$ cat src/include/r2b_macros.svh
`ifndef R2B_MACROS_SVH
`define R2B_MACROS_SVH

// Fixed-point element format
`define R2B_WIDTH       16
`define R2B_FRAC_WIDTH  8

// Weight matrix size
`define R2B_ROW         8
`define R2B_COL         4

// Square block edge
`define R2B_BLOCK       2

// Accumulator width
`define R2B_ACC_WIDTH   32

`endif

$ cat src/hw/r2b_data_pkg.sv
`include "r2b_macros.svh"

package r2b_data_pkg;

    // One signed fixed-point weight or activation
    typedef logic signed [`R2B_WIDTH-1:0] elem_t;

    // Full matrix row, element j in slot j
    typedef elem_t [`R2B_COL-1:0] row_t;

    // Block slot = col_in_block * BLOCK + row_in_block
    typedef elem_t [`R2B_BLOCK*`R2B_BLOCK-1:0] block_t;

    // Wrapping accumulator
    typedef logic signed [`R2B_ACC_WIDTH-1:0] acc_t;

endpackage

$ cat src/hw/r2b_ctrl_pkg.sv
`include "r2b_macros.svh"

package r2b_ctrl_pkg;

    typedef enum logic [1:0] {
        CONV_IDLE,
        CONV_FILL,
        CONV_PROCESS,
        CONV_DONE
    } conv_state_t;

    typedef logic [$clog2(`R2B_ROW)-1:0] row_idx_t;

    typedef logic [$clog2(`R2B_ROW/`R2B_BLOCK)-1:0] blk_row_t;

    typedef logic [$clog2(`R2B_COL/`R2B_BLOCK)-1:0] col_grp_t;

endpackage

$ cat src/hw/weight_row_packer.sv
`timescale 1ns/1ns
`include "r2b_macros.svh"

module weight_row_packer
    import r2b_data_pkg::*;
(
    input  logic  clk,
    input  logic  rst_n,
    input  logic  elem_valid,
    input  elem_t elem_data,
    output row_t  row_data,
    output logic  row_valid
);

    localparam int COL_W = $clog2(`R2B_COL);

    logic [COL_W-1:0] col_cnt;
    logic             row_full;

    assign row_full = (col_cnt == COL_W'(`R2B_COL - 1));

    // Column counter and row strobe
    always_ff @(posedge clk) begin
        if (!rst_n) begin
            col_cnt   <= '0;
            row_valid <= 1'b0;
        end else begin
            row_valid <= elem_valid && row_full;
            if (elem_valid) begin
                if (row_full) begin
                    col_cnt <= '0;
                end else begin
                    col_cnt <= col_cnt + 1'b1;
                end
            end
        end
    end

    // Each element lands in its own column slot
    always_ff @(posedge clk) begin
        if (elem_valid) begin
            row_data[col_cnt] <= elem_data;
        end
    end

endmodule

$ cat src/hw/ram_1w2r.sv
`timescale 1ns/1ns

module ram_1w2r #(
    parameter int DATA_WIDTH = 64,
    parameter int DEPTH      = 8
) (
    input  logic                     clk,
    input  logic                     we,
    input  logic [$clog2(DEPTH)-1:0] write_addr,
    input  logic [$clog2(DEPTH)-1:0] read_addr0,
    input  logic [$clog2(DEPTH)-1:0] read_addr1,
    input  logic [DATA_WIDTH-1:0]    din,
    output logic [DATA_WIDTH-1:0]    dout0,
    output logic [DATA_WIDTH-1:0]    dout1
);

    logic [DATA_WIDTH-1:0] mem [DEPTH];

    always_ff @(posedge clk) begin
        if (we) begin
            mem[write_addr] <= din;
        end
    end

    // Both read ports are combinational
    assign dout0 = mem[read_addr0];
    assign dout1 = mem[read_addr1];

endmodule

$ cat src/hw/r2b_converter.sv
`timescale 1ns/1ns
`include "r2b_macros.svh"

module r2b_converter
    import r2b_data_pkg::*;
    import r2b_ctrl_pkg::*;
(
    input  logic   clk,
    input  logic   rst_n,
    input  logic   en,
    input  logic   row_valid,
    input  row_t   row_data,
    output block_t block_data,
    output logic   output_ready,
    output logic   slice_done,
    output logic   slice_last,
    output logic   buffer_done
);

    localparam int TOTAL_BLOCKS = `R2B_ROW / `R2B_BLOCK;
    localparam int COL_GROUPS   = `R2B_COL / `R2B_BLOCK;

    conv_state_t state;
    conv_state_t state_next;

    row_idx_t row_cnt;
    blk_row_t blk_row;
    col_grp_t col_grp;

    logic     ram_we;
    row_idx_t ram_read_addr0;
    row_idx_t ram_read_addr1;
    row_t     ram_dout0;
    row_t     ram_dout1;

    logic in_process;
    logic last_row;
    logic last_blk_row;
    logic last_col_grp;

    assign in_process   = (state == CONV_PROCESS);
    assign last_row     = (row_cnt == row_idx_t'(`R2B_ROW - 1));
    assign last_blk_row = (blk_row == blk_row_t'(TOTAL_BLOCKS - 1));
    assign last_col_grp = (col_grp == col_grp_t'(COL_GROUPS - 1));

    always_ff @(posedge clk) begin
        if (!rst_n) begin
            state <= CONV_IDLE;
        end else begin
            state <= state_next;
        end
    end

    always_comb begin
        state_next = state;
        case (state)
            CONV_IDLE: begin
                if (en) begin
                    state_next = CONV_FILL;
                end
            end
            CONV_FILL: begin
                if (row_valid && last_row) begin
                    state_next = CONV_PROCESS;
                end
            end
            CONV_PROCESS: begin
                if (last_blk_row && last_col_grp) begin
                    state_next = CONV_DONE;
                end
            end
            CONV_DONE: state_next = CONV_IDLE;
            default:   state_next = CONV_IDLE;
        endcase
    end

    // Rows outside fill are dropped
    assign ram_we = (state == CONV_FILL) && row_valid;

    always_ff @(posedge clk) begin
        if (!rst_n) begin
            row_cnt <= '0;
        end else if (ram_we) begin
            row_cnt <= last_row ? '0 : row_cnt + 1'b1;
        end
    end

    // Block row walks fastest, then column group
    always_ff @(posedge clk) begin
        if (!rst_n) begin
            blk_row <= '0;
            col_grp <= '0;
        end else if (in_process) begin
            if (last_blk_row) begin
                blk_row <= '0;
                col_grp <= last_col_grp ? '0 : col_grp + 1'b1;
            end else begin
                blk_row <= blk_row + 1'b1;
            end
        end
    end

    assign ram_read_addr0 = {blk_row, 1'b0};
    assign ram_read_addr1 = {blk_row, 1'b1};

    // Gather the two columns of the group into block order
    always_ff @(posedge clk) begin
        if (in_process) begin
            for (int k = 0; k < `R2B_BLOCK; k++) begin
                block_data[k*`R2B_BLOCK]     <= ram_dout0[int'(col_grp)*`R2B_BLOCK + k];
                block_data[k*`R2B_BLOCK + 1] <= ram_dout1[int'(col_grp)*`R2B_BLOCK + k];
            end
        end
    end

    always_ff @(posedge clk) begin
        if (!rst_n) begin
            output_ready <= 1'b0;
            slice_done   <= 1'b0;
            slice_last   <= 1'b0;
        end else begin
            output_ready <= in_process;
            slice_done   <= in_process && last_blk_row;
            slice_last   <= in_process && last_blk_row && last_col_grp;
        end
    end

    // Lines up with the final output_ready
    assign buffer_done = (state == CONV_DONE);

    ram_1w2r #(
        .DATA_WIDTH ($bits(row_t)),
        .DEPTH      (`R2B_ROW)
    ) i_row_ram (
        .clk        (clk),
        .we         (ram_we),
        .write_addr (row_cnt),
        .read_addr0 (ram_read_addr0),
        .read_addr1 (ram_read_addr1),
        .din        (row_data),
        .dout0      (ram_dout0),
        .dout1      (ram_dout1)
    );

endmodule

$ cat src/hw/block_vecmat_core.sv
`timescale 1ns/1ns
`include "r2b_macros.svh"

module block_vecmat_core
    import r2b_data_pkg::*;
    import r2b_ctrl_pkg::*;
(
    input  logic     clk,
    input  logic     rst_n,
    input  logic     act_we,
    input  row_idx_t act_addr,
    input  elem_t    act_data,
    input  block_t   block_data,
    input  logic     output_ready,
    input  logic     slice_done,
    input  logic     slice_last,
    output logic     result_valid,
    output logic     result_last,
    output col_grp_t result_col,
    output acc_t     result_y0,
    output acc_t     result_y1
);

    elem_t act [`R2B_ROW];

    blk_row_t blk_row;
    col_grp_t col_grp;

    elem_t x_top;
    elem_t x_bot;
    acc_t  prod [4];
    acc_t  sum0;
    acc_t  sum1;
    acc_t  acc0;
    acc_t  acc1;

    always_ff @(posedge clk) begin
        if (act_we) begin
            act[act_addr] <= act_data;
        end
    end

    // Local position in the block stream
    always_ff @(posedge clk) begin
        if (!rst_n) begin
            blk_row <= '0;
            col_grp <= '0;
        end else if (output_ready) begin
            if (slice_done) begin
                blk_row <= '0;
                col_grp <= col_grp + 1'b1;
            end else begin
                blk_row <= blk_row + 1'b1;
            end
        end
    end

    assign x_top = act[{blk_row, 1'b0}];
    assign x_bot = act[{blk_row, 1'b1}];

    // Products in Q format, shifted back to element scale
    always_comb begin
        prod[0] = (x_top * elem_t'(block_data[0])) >>> `R2B_FRAC_WIDTH;
        prod[1] = (x_bot * elem_t'(block_data[1])) >>> `R2B_FRAC_WIDTH;
        prod[2] = (x_top * elem_t'(block_data[2])) >>> `R2B_FRAC_WIDTH;
        prod[3] = (x_bot * elem_t'(block_data[3])) >>> `R2B_FRAC_WIDTH;
        sum0    = prod[0] + prod[1];
        sum1    = prod[2] + prod[3];
    end

    always_ff @(posedge clk) begin
        if (!rst_n) begin
            acc0 <= '0;
            acc1 <= '0;
        end else if (output_ready) begin
            if (slice_done) begin
                acc0 <= '0;
                acc1 <= '0;
            end else begin
                acc0 <= acc0 + sum0;
                acc1 <= acc1 + sum1;
            end
        end
    end

    always_ff @(posedge clk) begin
        if (!rst_n) begin
            result_valid <= 1'b0;
            result_last  <= 1'b0;
        end else begin
            result_valid <= slice_done;
            result_last  <= slice_done && slice_last;
        end
    end

    // Final sums include the closing block
    always_ff @(posedge clk) begin
        if (slice_done) begin
            result_y0  <= acc0 + sum0;
            result_y1  <= acc1 + sum1;
            result_col <= col_grp;
        end
    end

endmodule

$ cat src/hw/weight_stream_top.sv
`timescale 1ns/1ns

module weight_stream_top
    import r2b_data_pkg::*;
    import r2b_ctrl_pkg::*;
(
    input  logic     clk,
    input  logic     rst_n,
    input  logic     en,
    input  logic     elem_valid,
    input  elem_t    elem_data,
    input  logic     act_we,
    input  row_idx_t act_addr,
    input  elem_t    act_data,
    output logic     result_valid,
    output col_grp_t result_col,
    output acc_t     result_y0,
    output acc_t     result_y1,
    output logic     result_last,
    output logic     buffer_done
);

    row_t   row_data;
    logic   row_valid;
    block_t block_data;
    logic   output_ready;
    logic   slice_done;
    logic   slice_last;

    weight_row_packer i_packer (
        .clk        (clk),
        .rst_n      (rst_n),
        .elem_valid (elem_valid),
        .elem_data  (elem_data),
        .row_data   (row_data),
        .row_valid  (row_valid)
    );

    r2b_converter i_converter (
        .clk          (clk),
        .rst_n        (rst_n),
        .en           (en),
        .row_valid    (row_valid),
        .row_data     (row_data),
        .block_data   (block_data),
        .output_ready (output_ready),
        .slice_done   (slice_done),
        .slice_last   (slice_last),
        .buffer_done  (buffer_done)
    );

    block_vecmat_core i_core (
        .clk          (clk),
        .rst_n        (rst_n),
        .act_we       (act_we),
        .act_addr     (act_addr),
        .act_data     (act_data),
        .block_data   (block_data),
        .output_ready (output_ready),
        .slice_done   (slice_done),
        .slice_last   (slice_last),
        .result_valid (result_valid),
        .result_last  (result_last),
        .result_col   (result_col),
        .result_y0    (result_y0),
        .result_y1    (result_y1)
    );

endmodule

$ cat config.mk
export PLATFORM = sky130hd
export DESIGN_NAME = weight_stream_top
export DESIGN_NICKNAME = d
export VERILOG_FILES = /design/src/hw/r2b_data_pkg.sv /design/src/hw/r2b_ctrl_pkg.sv /design/src/hw/weight_row_packer.sv /design/src/hw/ram_1w2r.sv /design/src/hw/r2b_converter.sv /design/src/hw/block_vecmat_core.sv /design/src/hw/weight_stream_top.sv
export VERILOG_INCLUDE_DIRS = /design/src /design/src/include
export SDC_FILE = /design/constraint.sdc
export NUM_CORES = 2
export LEC_CHECK = 0
export BUFFER_PORTS_ARGS = -buffer_cell sky130_fd_sc_hd__buf_2
export CAP_MARGIN = 20
export CORE_UTILIZATION = 70
export CTS_CLUSTER_DIAMETER = 100
export DETAILED_ROUTE_END_ITERATION = 12
export HOLD_SLACK_MARGIN = 0.12
export PLACE_DENSITY = 0.88
export SYNTH_ARGS = -nofsm -noshare
export SYNTH_HDL_FRONTEND = slang
export SYNTH_SLANG_ARGS = --single-unit
$ cat constraint.sdc
create_clock -name clk -period 22.1 [get_ports clk]
set_input_delay 1.105 -clock clk [delete_from_list [all_inputs] [get_ports clk]]
set_output_delay 1.105 -clock clk [all_outputs]
set_load 0.02 [all_outputs]
# Yosys cells after proc, flatten, opt, wreduce, memory -nomap -nowiden
# Memory sizes are Yosys's and may differ from the RTL's. A register that Yosys moved wholly into a read port is not among the register bits.
# Cells that the tools add are included.
dict set report op_classes {
  shifts 0
  reduce_logical 12
  n_lt_le_gt_ge 4
  n_mux 36
  bitwise_logic 0
  div 0
  addsub 11
  eq_ne 9
  n_mul 4
}
# operator n
set ops {}
lappend ops {{16-bit 2-to-1 mux} 9}
lappend ops {{16-bit by 16-bit multiplier with 32-bit output} 4}
lappend ops {{32-bit adder} 2}
lappend ops {{16-bit binary-select mux with 2-bit select} 2}
lappend ops {{64-bit bitwise mux} 1}
lappend ops {{32-bit 2-to-1 mux} 2}
lappend ops {{24-bit by 24-bit adder with 25-bit output} 2}
lappend ops {{16-bit demux with 2-bit select} 1}
lappend ops {{32-bit by 4-bit < comparator with 1-bit output (second input constant)} 1}
lappend ops {{3-bit 2-to-1 mux} 9}
lappend ops {{2-bit 2-to-1 mux} 6}
lappend ops {{2-bit == test (second input constant)} 4}
lappend ops {{1-bit logical AND} 8}
lappend ops {{2-bit one-hot mux with 4 select lines} 1}
lappend ops {{2-bit by 1-bit adder with 2-bit output (second input constant)} 3}
lappend ops {{2-bit by 3-bit < comparator with 1-bit output (second input constant)} 2}
lappend ops {{1-bit 2-to-1 mux} 5}
lappend ops {{2-bit inequality test (second input constant)} 2}
lappend ops {{2-bit AND reduction} 2}
lappend ops {{2-bit by 1-bit adder with 3-bit output (second input constant)} 1}
lappend ops {{3-bit by 1-bit adder with 3-bit output (second input constant)} 1}
lappend ops {{3-bit == test (second input constant)} 1}
lappend ops {{3-bit AND reduction} 1}
lappend ops {{1-bit adder (second input constant)} 2}
lappend ops {{4 further kinds} 4}
dict set report word_totals {
  elab_cells 104
  ram_bits 640
  output_inout_bits 68
  rom_bits 0
  memories 2
  latch_bits 0
  register_bits 276
  inputBits 40
}
# name words width rd rd_clocked_by_memory_dff wr line_no
set memory_table {}
lappend memory_table {i_converter.i_row_ram.mem 8 64 2 2 1 ram_1w2r.sv:17} ;# logic [DATA_WIDTH-1:0] mem [DEPTH];
lappend memory_table {i_core.act 8 16 2 2 1 block_vecmat_core.sv:24} ;# elem_t act [`R2B_ROW];

# Depth between registers and ports, before layout
dict set report logic_depth {
  ltp_word 5
  depth_mapped 49
  ltp_nobuf 45
}

# Modules after synthesis
# From an unflattened synthesis, not the netlist that was laid out.
dict set report unflattened {
  cells_unflattened 6622
  hier_area_um2 80524.7
}
# mod seq_area_each_um2 cells_each area_per_inst_um2 instances
set modules_own_cells {}
lappend modules_own_cells {block_vecmat_core 7216.9 5370 52093.7 1}
lappend modules_own_cells {ram_1w2r 15374.7 979 23098.4 1}
lappend modules_own_cells {r2b_converter 2142.1 190 3213.1 1}
lappend modules_own_cells {weight_row_packer 1981.9 83 2119.5 1}

# Worst setup path before layout
# Ideal clock, no wire load.
dict set report synth_path {
  path_type {reg2reg}
  start {register (tool-made name)}
  end {register i_core.result_y0[31] (data pin)}
  path_stages_with_launch 45
  arrival_time_ns 11.231
  path_slack_ns 10.608
  period_less_slack_ns 11.492
  path_buffers 4
  required_ns 21.838
  setup_time_ns 0.262
  cell_sequence {dfxtp_1 buf_6 clkbuf_1 buf_1 mux4_2 clkbuf_1 and2_1 fa_1 inv_1 fa_1 fa_1 inv_1 fa_1 fa_1 inv_1 fa_1 inv_1 ha_1 (+9 left out) a21o_1 a211o_1 a211o_1 a31oi_1 nor3_1 a21oi_1 o21bai_1 xor2_1 ha_1 a211oi_1 nand2_1 o21bai_1 a221o_1 o311ai_0 a31oi_1 o21ai_0 and2_1 xnor2_1}
}
# element line_no
set synth_rtl {}
lappend synth_rtl {{end signal, assigned} block_vecmat_core.sv:99} ;# result_y0 <= acc0 + sum0;
lappend synth_rtl {{end, declared} block_vecmat_core.sv:20} ;# output acc_t result_y0,

==> results_dict.tcl <==
set metrics [dict create \
    outcome "finished, final reports clean" \
    final_cells 7804 \
    rsz0062_at_grt "no" \
    min_path_cells 1 \
    path_max_fanout 32 \
    end_kind "flop" \
    cts_setup_buffers 0 \
    clkTransAtPathRegs_ns 0.08 \
    die_y_um 331 \
    grt_pass1_wl_mm 304 \
    hp-class "flop to flop" \
    multi_input_area_um2 43700 \
    dp_cells 7629 \
    initialDrtViolationCount 5182 \
    worst_slew_pin_slew_ns 1.22 \
    die_w_um 331 \
    synth.distinct_cells 84 \
    relSlewSlack 0.184 \
    avgSynthCellArea_um2 12.0 \
    yosysWarnings 0 \
    core_um2 107000 \
    clock_latency_ns 0.72 \
    post_cts_hold_buffer_count 0 \
    grt_antenna_before_repair 7 \
    hold_end "i_core.result_last$_SDFF_PN0_" \
    drc 0 \
    cp.arrival_ns 13.63 \
    drt_first_pass_iters 8 \
    grt_pass1_vias 52977 \
    numCtsBuffers 92 \
    final-setup-viol-count 0 \
    fill_cells 6393 \
    worstSetupPathType "flop to flop" \
    hpwl_mm 139 \
    fin_tns_setup_ns 0 \
    place.gp.congestion 0.934 \
    grt_overflow 0 \
    ys_ff_latch 920 \
    rows 120 \
    worst_setup_path_start_kind "flop" \
    fin_skew_ns 0.0928 \
    vias 49305 \
    cts_resized 0 \
    highest_layer "met5" \
    cap_violations 0 \
    wl_per_cell_um 25.2 \
    numPortBuffers 107 \
    rrSetupSlack_ns 9.08 \
    timing.rr.end "i_core.acc1[31]$_SDFFE_PN0P_" \
    cts-root-buf "clkbuf_16" \
    wl_met1_mm 66.6 \
    grt_max_degree 71 \
    vias_per_cell 6.32 \
    hold_viol 0 \
    worst_slack_ns 9.08 \
    initial_core_util 0.707 \
    fin_crit_sh 0.589 \
    layout.nets 7850 \
    cp_slowest_cell "mux4_2" \
    min_period_ns 13.02 \
    reg2regPathDepth 39 \
    hold_start "i_converter.slice_last$_SDFF_PN0_" \
    postLayoutCellArea_um2 80900 \
    cp.required_ns 22.71 \
    clock.fmax_mhz 76.8 \
    die_area_um2 110000 \
    route.met3.wl_mm 19.0 \
    syn_area_um2 75800 \
    synth_edf_count 833 \
    ant_nets 0 \
    cts_tree "done" \
    synthFlopType "edfxtp_1" \
    register_area_um2 26800 \
    wl_met2_mm 95.7 \
    cts.sinks 920 \
    area_delta_synth_final_pct 6.69 \
    slew_violations 0 \
    crit_top_cell "fa_1" \
    crit_path_max_incr_delay_ns 0.92 \
    async_flop_share 0 \
    synth.net_count 7829 \
    yosysSeqAreaShare 0.353 \
    clockBufferDepth 3 \
    syn_inst 6302 \
    placed_area_um2 77700 \
    drive_gt1_frac 0.0875 \
    htreeDepth 3 \
    grt_util_all_layers 0.376 \
    wirelength_mm 197 \
    boundaryPins 108 \
    post-place-ws_ns 9.39 \
]
-- worst max-delay path: cells and delay by family (launching register included) --
kind,cells,cell delay (ns)
adders and majority gates,9,4.18
AOI/OAI and AO/OA,11,3.52
and+or+nand+nor,10,2.30
xor gates and xnor gates,3,0.95
muxes,1,0.92
buffers and inverters,5,0.74
DFF,1,0.32
-- synthesized netlist by cell type, types with 87 or more instances --
cell,instances,area share
a21oi_1,156,0.010
and2_1,493,0.041
clkbuf_1,209,0.010
dfxtp_1,87,0.023
edfxtp_1,833,0.33
fa_1,1048,0.28
ha_1,439,0.072
inv_1,1204,0.060
mux4_2,160,0.048
nand2_1,556,0.028
nor2_1,215,0.011
xnor2_1,153,0.018
-- cell usage in the layout, fill, tap and decap left out, types with 41 or more instances in the layout --
cell type,instances
ha_1,438
clkbuf_16,92
dfxtp_1,82
a21oi_1,156
buf_4,44
xnor2_1,153
buf_2,107
a21o_1,68
mux4_2,160
xor2_1,53
a22oi_1,41
edfxtp_1,833
fa_1,1048
nand2_1,556
o21ai_0,65
mux2_2,64
and2_1,493
inv_1,1203
nor2_1,211
-- flip-flops by register name, indices dropped and copies added (netlist names), 2 cells and up, named ones only --
register,count
i_converter.blk_row,2
i_core.result_y1,32
i_packer.row_data,64
i_packer.col_cnt,2
i_core.blk_row,2
i_converter.block_data,64
i_core.acc0,32
i_core.act,128
i_core.acc1,32
i_converter.i_row_ram.mem,512
i_converter.row_cnt,3
i_core.result_y0,32
i_converter.state,2
-- worst max-delay path by stage --
| stage | start | endpoint | slack (ns) | depth (start not counted) |
|---|---|---|---|---|
| 3_5_place_dp | flop | i_core.acc1[31]$_SDFFE_PN0P_ | 9.39 | 39 |
| 2_1_floorplan | flop | i_core.result_y0[31]$_DFFE_PP_ | 10.61 | 44 |
| 3_3_place_gp | flop | i_core.acc1[31]$_SDFFE_PN0P_ | 9.64 | 39 |
| 5_1_grt | flop | i_core.acc1[31]$_SDFFE_PN0P_ | 8.63 | 39 |
| 4_1_cts | flop | i_core.acc1[31]$_SDFFE_PN0P_ | 9.32 | 39 |
| 6_report | flop | i_core.acc1[31]$_SDFFE_PN0P_ | 9.08 | 39 |
-- cell type report --
cell class                 count  share of cell area
sequential                   920               0.331
multi-input combinational   3950               0.541
clock buffer                 115              0.0300
tap                         1403              0.0217
antenna                        3           0.0000928
timing repair buffer         154              0.0114
inverter                    1205              0.0559
clock inverter                54             0.00879
-- logic make-up (layout without fill, tap and decap cells) --
logic type | count (synthesis) | after routing | share of synthesized area
buf+inv | 1432 | 1528 | 0.0710
fa+ha+maj | 1487 | 1487 | 0.349
simple gates | 1492 | 1492 | 0.0973
mux | 230 | 230 | 0.0578
xor+xnor | 206 | 206 | 0.0238
other cells | 0 | 3 | 0
flops | 920 | 920 | 0.353
compound gates | 535 | 535 | 0.0478
-- per-stage QoR --
step                hold slack (ns)  utilization
floorplan                     0.428            -
global placement              0.435        0.724
detailed placement            0.449        0.724
CTS                           0.462        0.754
global route                  0.469        0.754
finish                        0.447        0.754
-- per-layer routing --
layer  vias to the layer above  global-route usage
li1                      20484                   -
met1                     25019               0.458
met2                      3038               0.613
met3                       758              0.0693
met4                         6               0.261
met5                         -                   0
Power is not shown: default switching activity piles up to over one toggle a cycle in this logic, so the estimate is an artifact.
